**src/jpeg_pkg.sv**
```systemverilog
package jpeg_pkg;

	// ==================================================
	// block geometry and widths
	// ==================================================

	// quantized coefficient width, signed
	localparam int COEF_W    = 11;
	// coefficients per 8x8 block
	localparam int BLOCK_LEN = 64;

	typedef logic signed [COEF_W-1:0] coef_t;

	// raster address or zigzag position inside one block
	typedef logic [$clog2(BLOCK_LEN)-1:0] zz_index_t;

	// zero run count, wide enough for a whole block of zeros
	typedef logic [5:0] run_t;

	// final zigzag position
	localparam zz_index_t LAST_K = zz_index_t'(BLOCK_LEN - 1);
	// zeros swallowed by one ZRL symbol
	localparam run_t ZRL_RUN = 6'd16;

	// ==================================================
	// symbol stream types
	// ==================================================

	typedef enum logic [1:0] {
		sym_dc  = 2'd0,
		sym_ac  = 2'd1,
		sym_zrl = 2'd2,
		sym_eob = 2'd3
	} sym_kind_t;

	// one coefficient tagged with its zigzag position
	typedef struct packed {
		coef_t     coef;
		zz_index_t k;
	} scan_item_t;

	// run-length symbol, 22 bits
	typedef struct packed {
		sym_kind_t  kind;
		logic [3:0] run;
		coef_t      value;
		logic       last;
		logic [3:0] pad;
	} rle_sym_t;

endpackage

```
**src/block_buffer.sv**
```systemverilog
`timescale 1ns/1ns

module block_buffer import jpeg_pkg::*; (
	input  logic      clk,
	input  logic      rst_n,
	input  coef_t     coef_in,
	input  logic      coef_valid,
	input  zz_index_t rd_addr,
	output coef_t     rd_data,
	output logic      block_full
);

	// one block of coefficients, raster order
	coef_t     mem [BLOCK_LEN];
	// raster write pointer
	zz_index_t wr_cnt;

	// ==================================================
	// write side
	// ==================================================

	always_ff @(posedge clk) begin
		if (!rst_n) begin
			wr_cnt     <= '0;
			block_full <= 1'b0;
		end else begin
			// pulse once the 64th coefficient has landed
			block_full <= coef_valid && (wr_cnt == LAST_K);
			if (coef_valid) begin
				// natural 6-bit wrap back to raster 0
				wr_cnt <= wr_cnt + 1'b1;
			end
		end
	end

	always_ff @(posedge clk) begin
		if (coef_valid) begin
			mem[wr_cnt] <= coef_in;
		end
	end

	// ==================================================
	// read side
	// ==================================================

	// registered read, data one cycle behind the address
	always_ff @(posedge clk) begin
		rd_data <= mem[rd_addr];
	end

endmodule

```
**src/zigzag_scan.sv**
```systemverilog
`timescale 1ns/1ns

module zigzag_scan import jpeg_pkg::*; (
	input  logic       clk,
	input  logic       rst_n,
	input  logic       block_full,
	input  logic       hold,
	input  coef_t      rd_data,
	output zz_index_t  rd_addr,
	output scan_item_t item,
	output logic       item_valid
);

	// zigzag position of the read being issued
	zz_index_t k;
	// position of the coefficient now on rd_data
	zz_index_t item_k;
	// scan counter running
	logic      active;

	// standard jpeg zigzag, position -> raster address
	// first step goes right (0 -> 1), then down-left to 8
	function automatic zz_index_t zz_lookup(input zz_index_t pos);
		case (pos)
			6'd0:  zz_lookup = 6'd0;
			6'd1:  zz_lookup = 6'd1;
			6'd2:  zz_lookup = 6'd8;
			6'd3:  zz_lookup = 6'd16;
			6'd4:  zz_lookup = 6'd9;
			6'd5:  zz_lookup = 6'd2;
			6'd6:  zz_lookup = 6'd3;
			6'd7:  zz_lookup = 6'd10;
			6'd8:  zz_lookup = 6'd17;
			6'd9:  zz_lookup = 6'd24;
			6'd10: zz_lookup = 6'd32;
			6'd11: zz_lookup = 6'd25;
			6'd12: zz_lookup = 6'd18;
			6'd13: zz_lookup = 6'd11;
			6'd14: zz_lookup = 6'd4;
			6'd15: zz_lookup = 6'd5;
			6'd16: zz_lookup = 6'd12;
			6'd17: zz_lookup = 6'd19;
			6'd18: zz_lookup = 6'd26;
			6'd19: zz_lookup = 6'd33;
			6'd20: zz_lookup = 6'd40;
			6'd21: zz_lookup = 6'd48;
			6'd22: zz_lookup = 6'd41;
			6'd23: zz_lookup = 6'd34;
			6'd24: zz_lookup = 6'd27;
			6'd25: zz_lookup = 6'd20;
			6'd26: zz_lookup = 6'd13;
			6'd27: zz_lookup = 6'd6;
			6'd28: zz_lookup = 6'd7;
			6'd29: zz_lookup = 6'd14;
			6'd30: zz_lookup = 6'd21;
			6'd31: zz_lookup = 6'd28;
			6'd32: zz_lookup = 6'd35;
			6'd33: zz_lookup = 6'd42;
			6'd34: zz_lookup = 6'd49;
			6'd35: zz_lookup = 6'd56;
			6'd36: zz_lookup = 6'd57;
			6'd37: zz_lookup = 6'd50;
			6'd38: zz_lookup = 6'd43;
			6'd39: zz_lookup = 6'd36;
			6'd40: zz_lookup = 6'd29;
			6'd41: zz_lookup = 6'd22;
			6'd42: zz_lookup = 6'd15;
			6'd43: zz_lookup = 6'd23;
			6'd44: zz_lookup = 6'd30;
			6'd45: zz_lookup = 6'd37;
			6'd46: zz_lookup = 6'd44;
			6'd47: zz_lookup = 6'd51;
			6'd48: zz_lookup = 6'd58;
			6'd49: zz_lookup = 6'd59;
			6'd50: zz_lookup = 6'd52;
			6'd51: zz_lookup = 6'd45;
			6'd52: zz_lookup = 6'd38;
			6'd53: zz_lookup = 6'd31;
			6'd54: zz_lookup = 6'd39;
			6'd55: zz_lookup = 6'd46;
			6'd56: zz_lookup = 6'd53;
			6'd57: zz_lookup = 6'd60;
			6'd58: zz_lookup = 6'd61;
			6'd59: zz_lookup = 6'd54;
			6'd60: zz_lookup = 6'd47;
			6'd61: zz_lookup = 6'd55;
			6'd62: zz_lookup = 6'd62;
			6'd63: zz_lookup = 6'd63;
		endcase
	endfunction

	// on hold re-read the item's own address so rd_data stays put
	assign rd_addr = zz_lookup(hold ? item_k : k);
	assign item    = '{coef: rd_data, k: item_k};

	// ==================================================
	// scan counter, stage 1
	// ==================================================

	always_ff @(posedge clk) begin
		if (!rst_n) begin
			k          <= '0;
			active     <= 1'b0;
			item_valid <= 1'b0;
		end else if (block_full) begin
			// restart at position 0
			k          <= '0;
			active     <= 1'b1;
			item_valid <= 1'b0;
		end else if (!hold) begin
			item_valid <= active;
			if (active) begin
				if (k == LAST_K) begin
					active <= 1'b0;
				end else begin
					k <= k + 1'b1;
				end
			end
		end
	end

	// position follows the read by one stage
	always_ff @(posedge clk) begin
		if (!hold) begin
			item_k <= k;
		end
	end

endmodule

```
**src/zero_run_coder.sv**
```systemverilog
`timescale 1ns/1ns

module zero_run_coder import jpeg_pkg::*; (
	input  logic       clk,
	input  logic       rst_n,
	input  scan_item_t item,
	input  logic       item_valid,
	input  logic       block_full,
	output logic       hold,
	output logic       busy,
	output rle_sym_t   sym_out,
	output logic       sym_valid
);

	// zeros seen since the last coded symbol
	run_t     run_r;
	run_t     run_next;
	rle_sym_t sym_next;
	logic     emit;
	logic     busy_r;

	// item classification
	logic is_dc;
	logic is_zero;
	logic is_last;
	logic long_run;

	assign is_dc    = (item.k == '0);
	assign is_zero  = (item.coef == '0);
	assign is_last  = (item.k == LAST_K);
	assign long_run = (run_r >= ZRL_RUN);

	// stall the scan while ZRLs drain the run
	assign hold = item_valid && !is_dc && !is_zero && long_run;

	// ==================================================
	// symbol decision
	// ==================================================

	always_comb begin
		sym_next = '0;
		emit     = 1'b0;
		run_next = run_r;
		if (item_valid) begin
			if (is_dc) begin
				// dc carries the raw coefficient
				sym_next.kind  = sym_dc;
				sym_next.value = item.coef;
				emit           = 1'b1;
			end else if (is_zero) begin
				if (is_last) begin
					// block ends in zeros
					sym_next.kind = sym_eob;
					sym_next.last = 1'b1;
					emit          = 1'b1;
					run_next      = '0;
				end else begin
					run_next = run_r + 1'b1;
				end
			end else if (long_run) begin
				// sixteen zeros per ZRL, item repeats under hold
				sym_next.kind = sym_zrl;
				sym_next.run  = 4'(ZRL_RUN - 1'b1);
				emit          = 1'b1;
				run_next      = run_r - ZRL_RUN;
			end else begin
				// remainder of run fits the 4-bit field
				sym_next.kind  = sym_ac;
				sym_next.run   = run_r[3:0];
				sym_next.value = item.coef;
				sym_next.last  = is_last;
				emit           = 1'b1;
				run_next       = '0;
			end
		end
	end

	// ==================================================
	// state and output register
	// ==================================================

	always_ff @(posedge clk) begin
		if (!rst_n) begin
			run_r     <= '0;
			sym_valid <= 1'b0;
			busy_r    <= 1'b0;
		end else begin
			sym_valid <= emit;
			run_r     <= block_full ? '0 : run_next;
			// drop busy once the last symbol has been shown
			if (block_full) begin
				busy_r <= 1'b1;
			end else if (sym_valid && sym_out.last) begin
				busy_r <= 1'b0;
			end
		end
	end

	always_ff @(posedge clk) begin
		if (emit) begin
			sym_out <= sym_next;
		end
	end

	// busy already high in the block_full cycle
	assign busy = busy_r | block_full;

endmodule

```
**src/jpeg_rle_encoder.sv**
```systemverilog
`timescale 1ns/1ns

module jpeg_rle_encoder import jpeg_pkg::*; (
	input  logic     clk,
	input  logic     rst_n,
	input  coef_t    coef_in,
	input  logic     coef_valid,
	output rle_sym_t sym_out,
	output logic     sym_valid,
	output logic     busy
);

	// buffer <-> scanner
	logic       block_full;
	coef_t      rd_data;
	zz_index_t  rd_addr;
	// scanner <-> coder
	scan_item_t item;
	logic       item_valid;
	logic       hold;

	// raster collection of one block
	block_buffer u_block_buffer (
		.clk        (clk),
		.rst_n      (rst_n),
		.coef_in    (coef_in),
		.coef_valid (coef_valid),
		.rd_addr    (rd_addr),
		.rd_data    (rd_data),
		.block_full (block_full)
	);

	// zigzag readback
	zigzag_scan u_zigzag_scan (
		.clk        (clk),
		.rst_n      (rst_n),
		.block_full (block_full),
		.hold       (hold),
		.rd_data    (rd_data),
		.rd_addr    (rd_addr),
		.item       (item),
		.item_valid (item_valid)
	);

	// dc / ac / zrl / eob symbols
	zero_run_coder u_zero_run_coder (
		.clk        (clk),
		.rst_n      (rst_n),
		.item       (item),
		.item_valid (item_valid),
		.block_full (block_full),
		.hold       (hold),
		.busy       (busy),
		.sym_out    (sym_out),
		.sym_valid  (sym_valid)
	);

endmodule

```
**config.mk**
```make
export PLATFORM = sky130hd
export DESIGN_NAME = jpeg_rle_encoder
export DESIGN_NICKNAME = d
export VERILOG_FILES = /design/src/jpeg_pkg.sv /design/src/block_buffer.sv /design/src/zigzag_scan.sv /design/src/zero_run_coder.sv /design/src/jpeg_rle_encoder.sv
export SDC_FILE = /design/constraint.sdc
export NUM_CORES = 1
export LEC_CHECK = 0
export BUFFER_PORTS_ARGS = -buffer_cell sky130_fd_sc_hd__buf_2
export CAP_MARGIN = 15
export CORE_ASPECT_RATIO = 0.75
export CORE_MARGIN = 2
export CORE_UTILIZATION = 63
export DETAILED_ROUTE_END_ITERATION = 8
export PLACE_DENSITY = 0.81
export SYNTH_ARGS = -nofsm -noshare
export SYNTH_HDL_FRONTEND = slang
export SYNTH_HIERARCHICAL = 1
export SYNTH_SLANG_ARGS = --single-unit
```
**constraint.sdc**
```tcl
create_clock -name clk -period 6.4 [get_ports clk]
set_clock_uncertainty 0.2 [all_clocks]
set_input_delay 1.28 -clock clk [delete_from_list [all_inputs] [get_ports clk]]
set_output_delay 1.28 -clock clk [all_outputs]
set_load 0.1 [all_outputs]
```
# == Yosys cells after proc, flatten, opt, wreduce, memory -nomap -nowiden ==
# Memories as Yosys holds them, arrays and structs flattened. A register that Yosys moved wholly into a read port is not among the register bits.
# Index checks and enable logic that the tools add are counted.
# classes
add_sub_neg,4
mul,0
n_div,0
magnitude_cmp,1
eq_ne,4
n_shift,0
n_mux,23
bitwise,6
n_reduce_logical,15
# op_table
op,n
6-bit two-way mux,5
11-bit two-way mux,2
"6-bit by 1-bit adder with 6-bit output, second input constant",3
"6-bit equality test, second input constant",3
1-bit two-way mux,13
12-bit two-way mux,1
11-bit logical NOT,1
"6-bit by 5-bit greater-or-equal comparator with 1-bit output, second input constant",1
6-bit logical NOT,1
"6-bit by 5-bit subtractor with 6-bit output, second input constant",1
1-bit logical AND,5
1-bit inverter,5
2-bit two-way mux,2
2-bit OR reduction,2
3-bit AND reduction,1
3-bit OR reduction,1
1-bit logical NOT,2
"2-bit inequality test, second input constant",1
2-bit AND reduction,1
2-bit nonzero test,1
1-bit bitwise OR,1
# word_totals
register_bits,47
latchBits,0
ram_bits,704
romBits,384
in_bits,14
output_inout_bits,24
elab_cells,68
n_memories,2
# mem_list
memory,depth,width,rd,rd_clocked_by_memory_dff,wr,line,text
u_block_buffer.mem,64,11,1,1,1,block_buffer.sv:14,coef_t mem [BLOCK_LEN];
(name not given),64,6,1,0,0,zigzag_scan.sv:24,case (pos)

# == Longest topological paths before layout ==
# depth
word_depth,7
depth_mapped,25
ltp_nobuf,16

# == Modules after synthesis ==
# The synthesis kept the hierarchy.
# modules_own_cells
module,n_inst,cells_each,area_each_um2,seq_area_each_um2
block_buffer,1,1262,27767.9,21500.6
zigzag_scan,1,175,1477.7,280.3
zero_run_coder,1,116,1273.7,700.7

# == Least setup slack after synthesis ==
# OpenSTA, ideal clock, no wires.
# synth_timing
path_kind,reg-to-reg
from,register u_block_buffer.rd_data[2] (read register of u_block_buffer.mem)
to,register u_block_buffer.rd_data[5] (read register of u_block_buffer.mem)
setup_ps,121
t_arrival_ps,4581
t_required_ps,6079
slack_ps,1498
path_stages_with_launch,24
n_path_buf,8
synth_period_minus_slack_ps,4902
cell_sequence,dfxtp_1 buf_4 nor4_1 and3_1 buf_2 buf_2 nor3_1 buf_6 buf_6 mux2_4 inv_1 ha_1 mux2i_1 nor3_1 o41ai_2 a21oi_1 a21oi_1 buf_4 buf_6 buf_2 mux4_2 mux2_2 o211ai_1 nand2_1
# synth_via
elab_chain_cells,6
# synth_rtl
item,line,text
"start, declared",block_buffer.sv:9,"output coef_t rd_data,"
11-bit logical NOT,zero_run_coder.sv:29,assign is_zero = (item.coef == '0);
1-bit logical NOT,zero_run_coder.sv:34,assign hold = item_valid && !is_dc && !is_zero && long_run;
1-bit logical AND (2 in a row),zero_run_coder.sv:34,
net hold,jpeg_rle_encoder.sv:20,logic hold;
6-bit two-way mux,--,
memory 64 x 6 bit,--,
net rd_addr[1],jpeg_rle_encoder.sv:16,zz_index_t rd_addr;
# The timed path passes the listed nets, and every way through them passes these cells.
# A chain may end at the register's enable or synchronous reset.

# == Worst setup path after layout ==
# layout_timing
from,register u_zigzag_scan.item_k[2]
to,register u_block_buffer.rd_data[9] (read register of u_block_buffer.mem)
# layout_via
elab_chain_cells,7
# layout_rtl
item,line,text
"start, declared",zigzag_scan.sv:17,zz_index_t item_k;
"start signal, assigned",zigzag_scan.sv:125,item_k <= k;
6-bit logical NOT,zero_run_coder.sv:28,assign is_dc = (item.k == '0);
1-bit logical NOT,zero_run_coder.sv:34,
1-bit logical AND (3 in a row),zero_run_coder.sv:34,
net hold,jpeg_rle_encoder.sv:20,
6-bit two-way mux,--,
memory 64 x 6 bit,--,
net rd_addr[4],jpeg_rle_encoder.sv:16,
# The timed path passes the listed nets, and every way through them passes these cells.

==> out/results.ini <==
[run_status]
status=finished clean

[hold_path]
hold_class=reg2reg

[cts]
post_cts_buffers=0
cts_tree=done
clk_pin_slew_worst_paths_ns=0.07
cts_max_level=3
cts_buffers=70
clockBufferDepth=3
clk_latency_ns=0.61
clock-sinks=762
cts-root-buf=clkbuf_16

[finish]
stdcell_count=2351
syn2layout_area_growth_pct=12.6
layout-drive-gt1-share_pct=27.5
n_antenna_cell=0
final_core_util_pct=72.3
fin_nets=1686

[drt]
first_pass_iters=7
route.detailed.wl_per_inst_um=30.2
num_vias=16200
wirelength_mm=71.0
drt-vias-per-instance=6.88
detail-route-antenna-nets=0
drc=0
drt_iter0_drc=2309

[yosys]
synth_flop_cell=edfxtp_1
synthArstFlopShare_pct=0
yosysWarningCount=6
netlist_area_mm2=0.0305
synth-edff-count=722
synth.distinct_cells=76
ys_ff_latch=762
avgSynthCellArea_um2=19.7
synthCells=1553
seq_area_frac_synth_pct=73.7

[global_route]
gr-total-overflow=0
gr-usage-all-layers_pct=28.8
antenna_found_initial=3
grt_pass1_vias=15900
grt_max_degree=67
grt_pass1_wl_mm=105

[sta]
grt_setup_unrepaired=no
setup_tns_ns=0
drv_slew=0
fmax_mhz=166
setup_violations=0
worstMarginPinSlew_ns=1.22
period_needed_ns=6.01
relSlewSlack_pct=18.6
setup_ws_ns=0.386
period_share_pct=94.0
hold_violations=0

[setup_path]
critical_path_class=reg2reg
crit_buf_inv=2
crit_path_top_delay_cell=o22ai_1
worst_setup_path_end_kind=flop
start_kind=flop
path_cells=or4_4 -> o21ai_2 -> nor3_4 -> buf_4 -> mux2i_4 -> ha_1 -> o311ai_0 -> a221oi_1 -> a31oi_4 -> buf_4 -> and2_1 -> nand2b_1 -> o22ai_1 -> a2111o_1 -> o31ai_1
slowest_delay_ns=0.64
crit_top_cell=buf_4
cp.required_ns=6.64
crit_arrival_ns=6.25
cp_max_fo=22
crit_family=compound AO/OA/AOI/OAI gates

[die]
ioPinCount=38
placementRows=69
core_area_mm2=0.0476
fp.dieArea_mm2=0.0502
dieWidth_um=258
initial_core_util_pct=64.2
die-height_um=195

[placed_design]
place.gp.congestion=0.883
dp_cells=2198
io_buffers=33
post-place-ws_ns=0.380
place_hpwl_mm=41.8

[power]
power.density_mw_per_mm2=290
peakVddDrop_uv=225
power.leakage_nw=10.6

[job]
maxCapViolCount=0

what timing repair did:
| item | CTS | global route |
|---|---|---|
| hold buffers | 0 | 0 |
| gates resized for setup | 0 | 1 |
| endpoints found under the setup margin | 0 | 5 |
routing by layer:
metal | GRT usage (%) | routed length (um)
met1 | 42.9 | 26600
met2 | 42.0 | 32600
met3 | 8.87 | 9880
met4 | 8.29 | 1900
met5 | 0 | 23
cells by family after synthesis:
family                   count (synthesis)  share of synthesized area, %
multiplexers                           239                          15.3
other                                    1                        0.0123
flip-flops                             762                          73.7
AO/OA/AOI/OAI                          159                          3.83
AND/OR/NAND/NOR                        259                          4.26
adder cells (fa/ha/maj)                 14                         0.574
XOR/XNOR                                 9                         0.258
buffers and inverters                  110                          2.15
report_power, final:
part,leakage (nW),switching (mW),internal (mW)
sequential,6.78,0.0147,5.46
clock,1.16,1.78,2.57
combinational,2.63,0.120,0.0328
registers in the layout, indices dropped and copies added, names as in the netlist:
| signal | cells |
|---|---|
| u_block_buffer/block_full | 1 |
| u_block_buffer/mem | 704 |
| u_block_buffer/rd_data | 11 |
| u_block_buffer/wr_cnt | 6 |
| u_zero_run_coder/busy_r | 1 |
| u_zero_run_coder/run_r | 6 |
| u_zero_run_coder/sym_out | 18 |
| u_zero_run_coder/sym_valid | 1 |
| u_zigzag_scan/active | 1 |
| u_zigzag_scan/item_k | 6 |
| u_zigzag_scan/item_valid | 1 |
| u_zigzag_scan/k | 6 |
cell usage in the layout (no fill, tap or decap), drive strengths merged, types with 4 or more instances in the layout:
cell     instances
edfxtp         722
mux4           174
buf            133
clkbuf          96
nor2            73
nand2           58
dfxtp           40
mux2i           38
mux2            27
o22ai           24
o21ai           24
nand3           21
nor3            19
a211oi          18
clkinv          16
and2            15
nor2b           14
nand4           14
ha              14
o21a            13
bufinv          10
nor3b           10
o211ai           9
nand2b           9
a21oi            9
inv              9
a22oi            8
a31oi            8
a221oi           7
o2111ai          6
o221ai           6
a21o             6
or2              6
and3             5
xnor2            5
or3              4
conb             4
xor2             4
metrics by stage:
stage               hold WS (ns)  instance area, um2  total power [mW]
detailed placement         0.291               31600              5.73
global placement           0.282               31600              5.72
CTS                        0.324               34000              10.0
floorplan                  0.265               30500              5.63
global route               0.355               34400              10.2
finish                     0.331               34400              9.98
worst min-delay path: stages, from the launching register on:
cell	delay [ns]
dfxtp_1	0.35
nand2_1	0.08
mux2i_1	0.05
worst paths after layout:
check	from	endpoint	slack, ns	cells after the start
hold / removal	u_zero_run_coder/run_r[1]$_SDFFE_PP0P_	u_zero_run_coder/run_r[1]$_SDFFE_PP0P_	0.33	2
setup / recovery	u_zigzag_scan/item_k[2]$_DFF_P_	u_block_buffer/rd_data[9]$_DFF_P_	0.39	15
setup reg to reg	u_zigzag_scan/item_k[2]$_DFF_P_	u_block_buffer/rd_data[9]$_DFF_P_	0.39	15
hold reg to reg	u_zero_run_coder/run_r[1]$_SDFFE_PP0P_	u_zero_run_coder/run_r[1]$_SDFFE_PP0P_	0.33	2
cell usage after synthesis (4+ instances only):
master | instances | area, um2
a211oi_1 | 18 | 135
a21o_1 | 6 | 45.0
a21oi_1 | 9 | 45.0
a221oi_1 | 7 | 61.3
a22oi_1 | 8 | 60.1
a31oi_1 | 8 | 50.1
and2_1 | 15 | 93.8
and3_1 | 5 | 31.3
buf_2 | 26 | 130
buf_4 | 33 | 248
buf_6 | 11 | 124
clkbuf_1 | 29 | 109
dfxtp_1 | 40 | 801
edfxtp_1 | 722 | 21700
ha_1 | 14 | 175
mux2_2 | 26 | 293
mux2i_1 | 34 | 340
mux2i_4 | 4 | 90.1
mux4_2 | 174 | 3920
nand2_1 | 57 | 214
nand2b_1 | 8 | 50.1
nand3_1 | 21 | 105
nand4_1 | 14 | 87.6
nor2_1 | 72 | 270
nor2b_1 | 14 | 87.6
nor3_1 | 18 | 90.1
nor3b_1 | 9 | 67.6
o2111ai_1 | 6 | 52.6
o211ai_1 | 9 | 67.6
o21a_1 | 11 | 82.6
o21ai_0 | 19 | 95.1
o21ai_1 | 4 | 20.0
o221ai_1 | 6 | 52.6
o22ai_1 | 24 | 150
or2_2 | 5 | 31.3
or3_1 | 4 | 25.0
xnor2_1 | 5 | 43.8
xor2_1 | 4 | 35.0
layout make-up:
class / count / area [um2]
Clock buffer: 96 / 1970
Sequential cell: 762 / 22500
Fill cell: 2630 / 13200
Tap cell: 639 / 800
Timing Repair Buffer: 133 / 1190
Multi-Input combinational cell: 684 / 7490
Clock inverter: 30 / 418
Inverter: 7 / 28.8
Note: power is estimated with default switching activity, not from simulation.
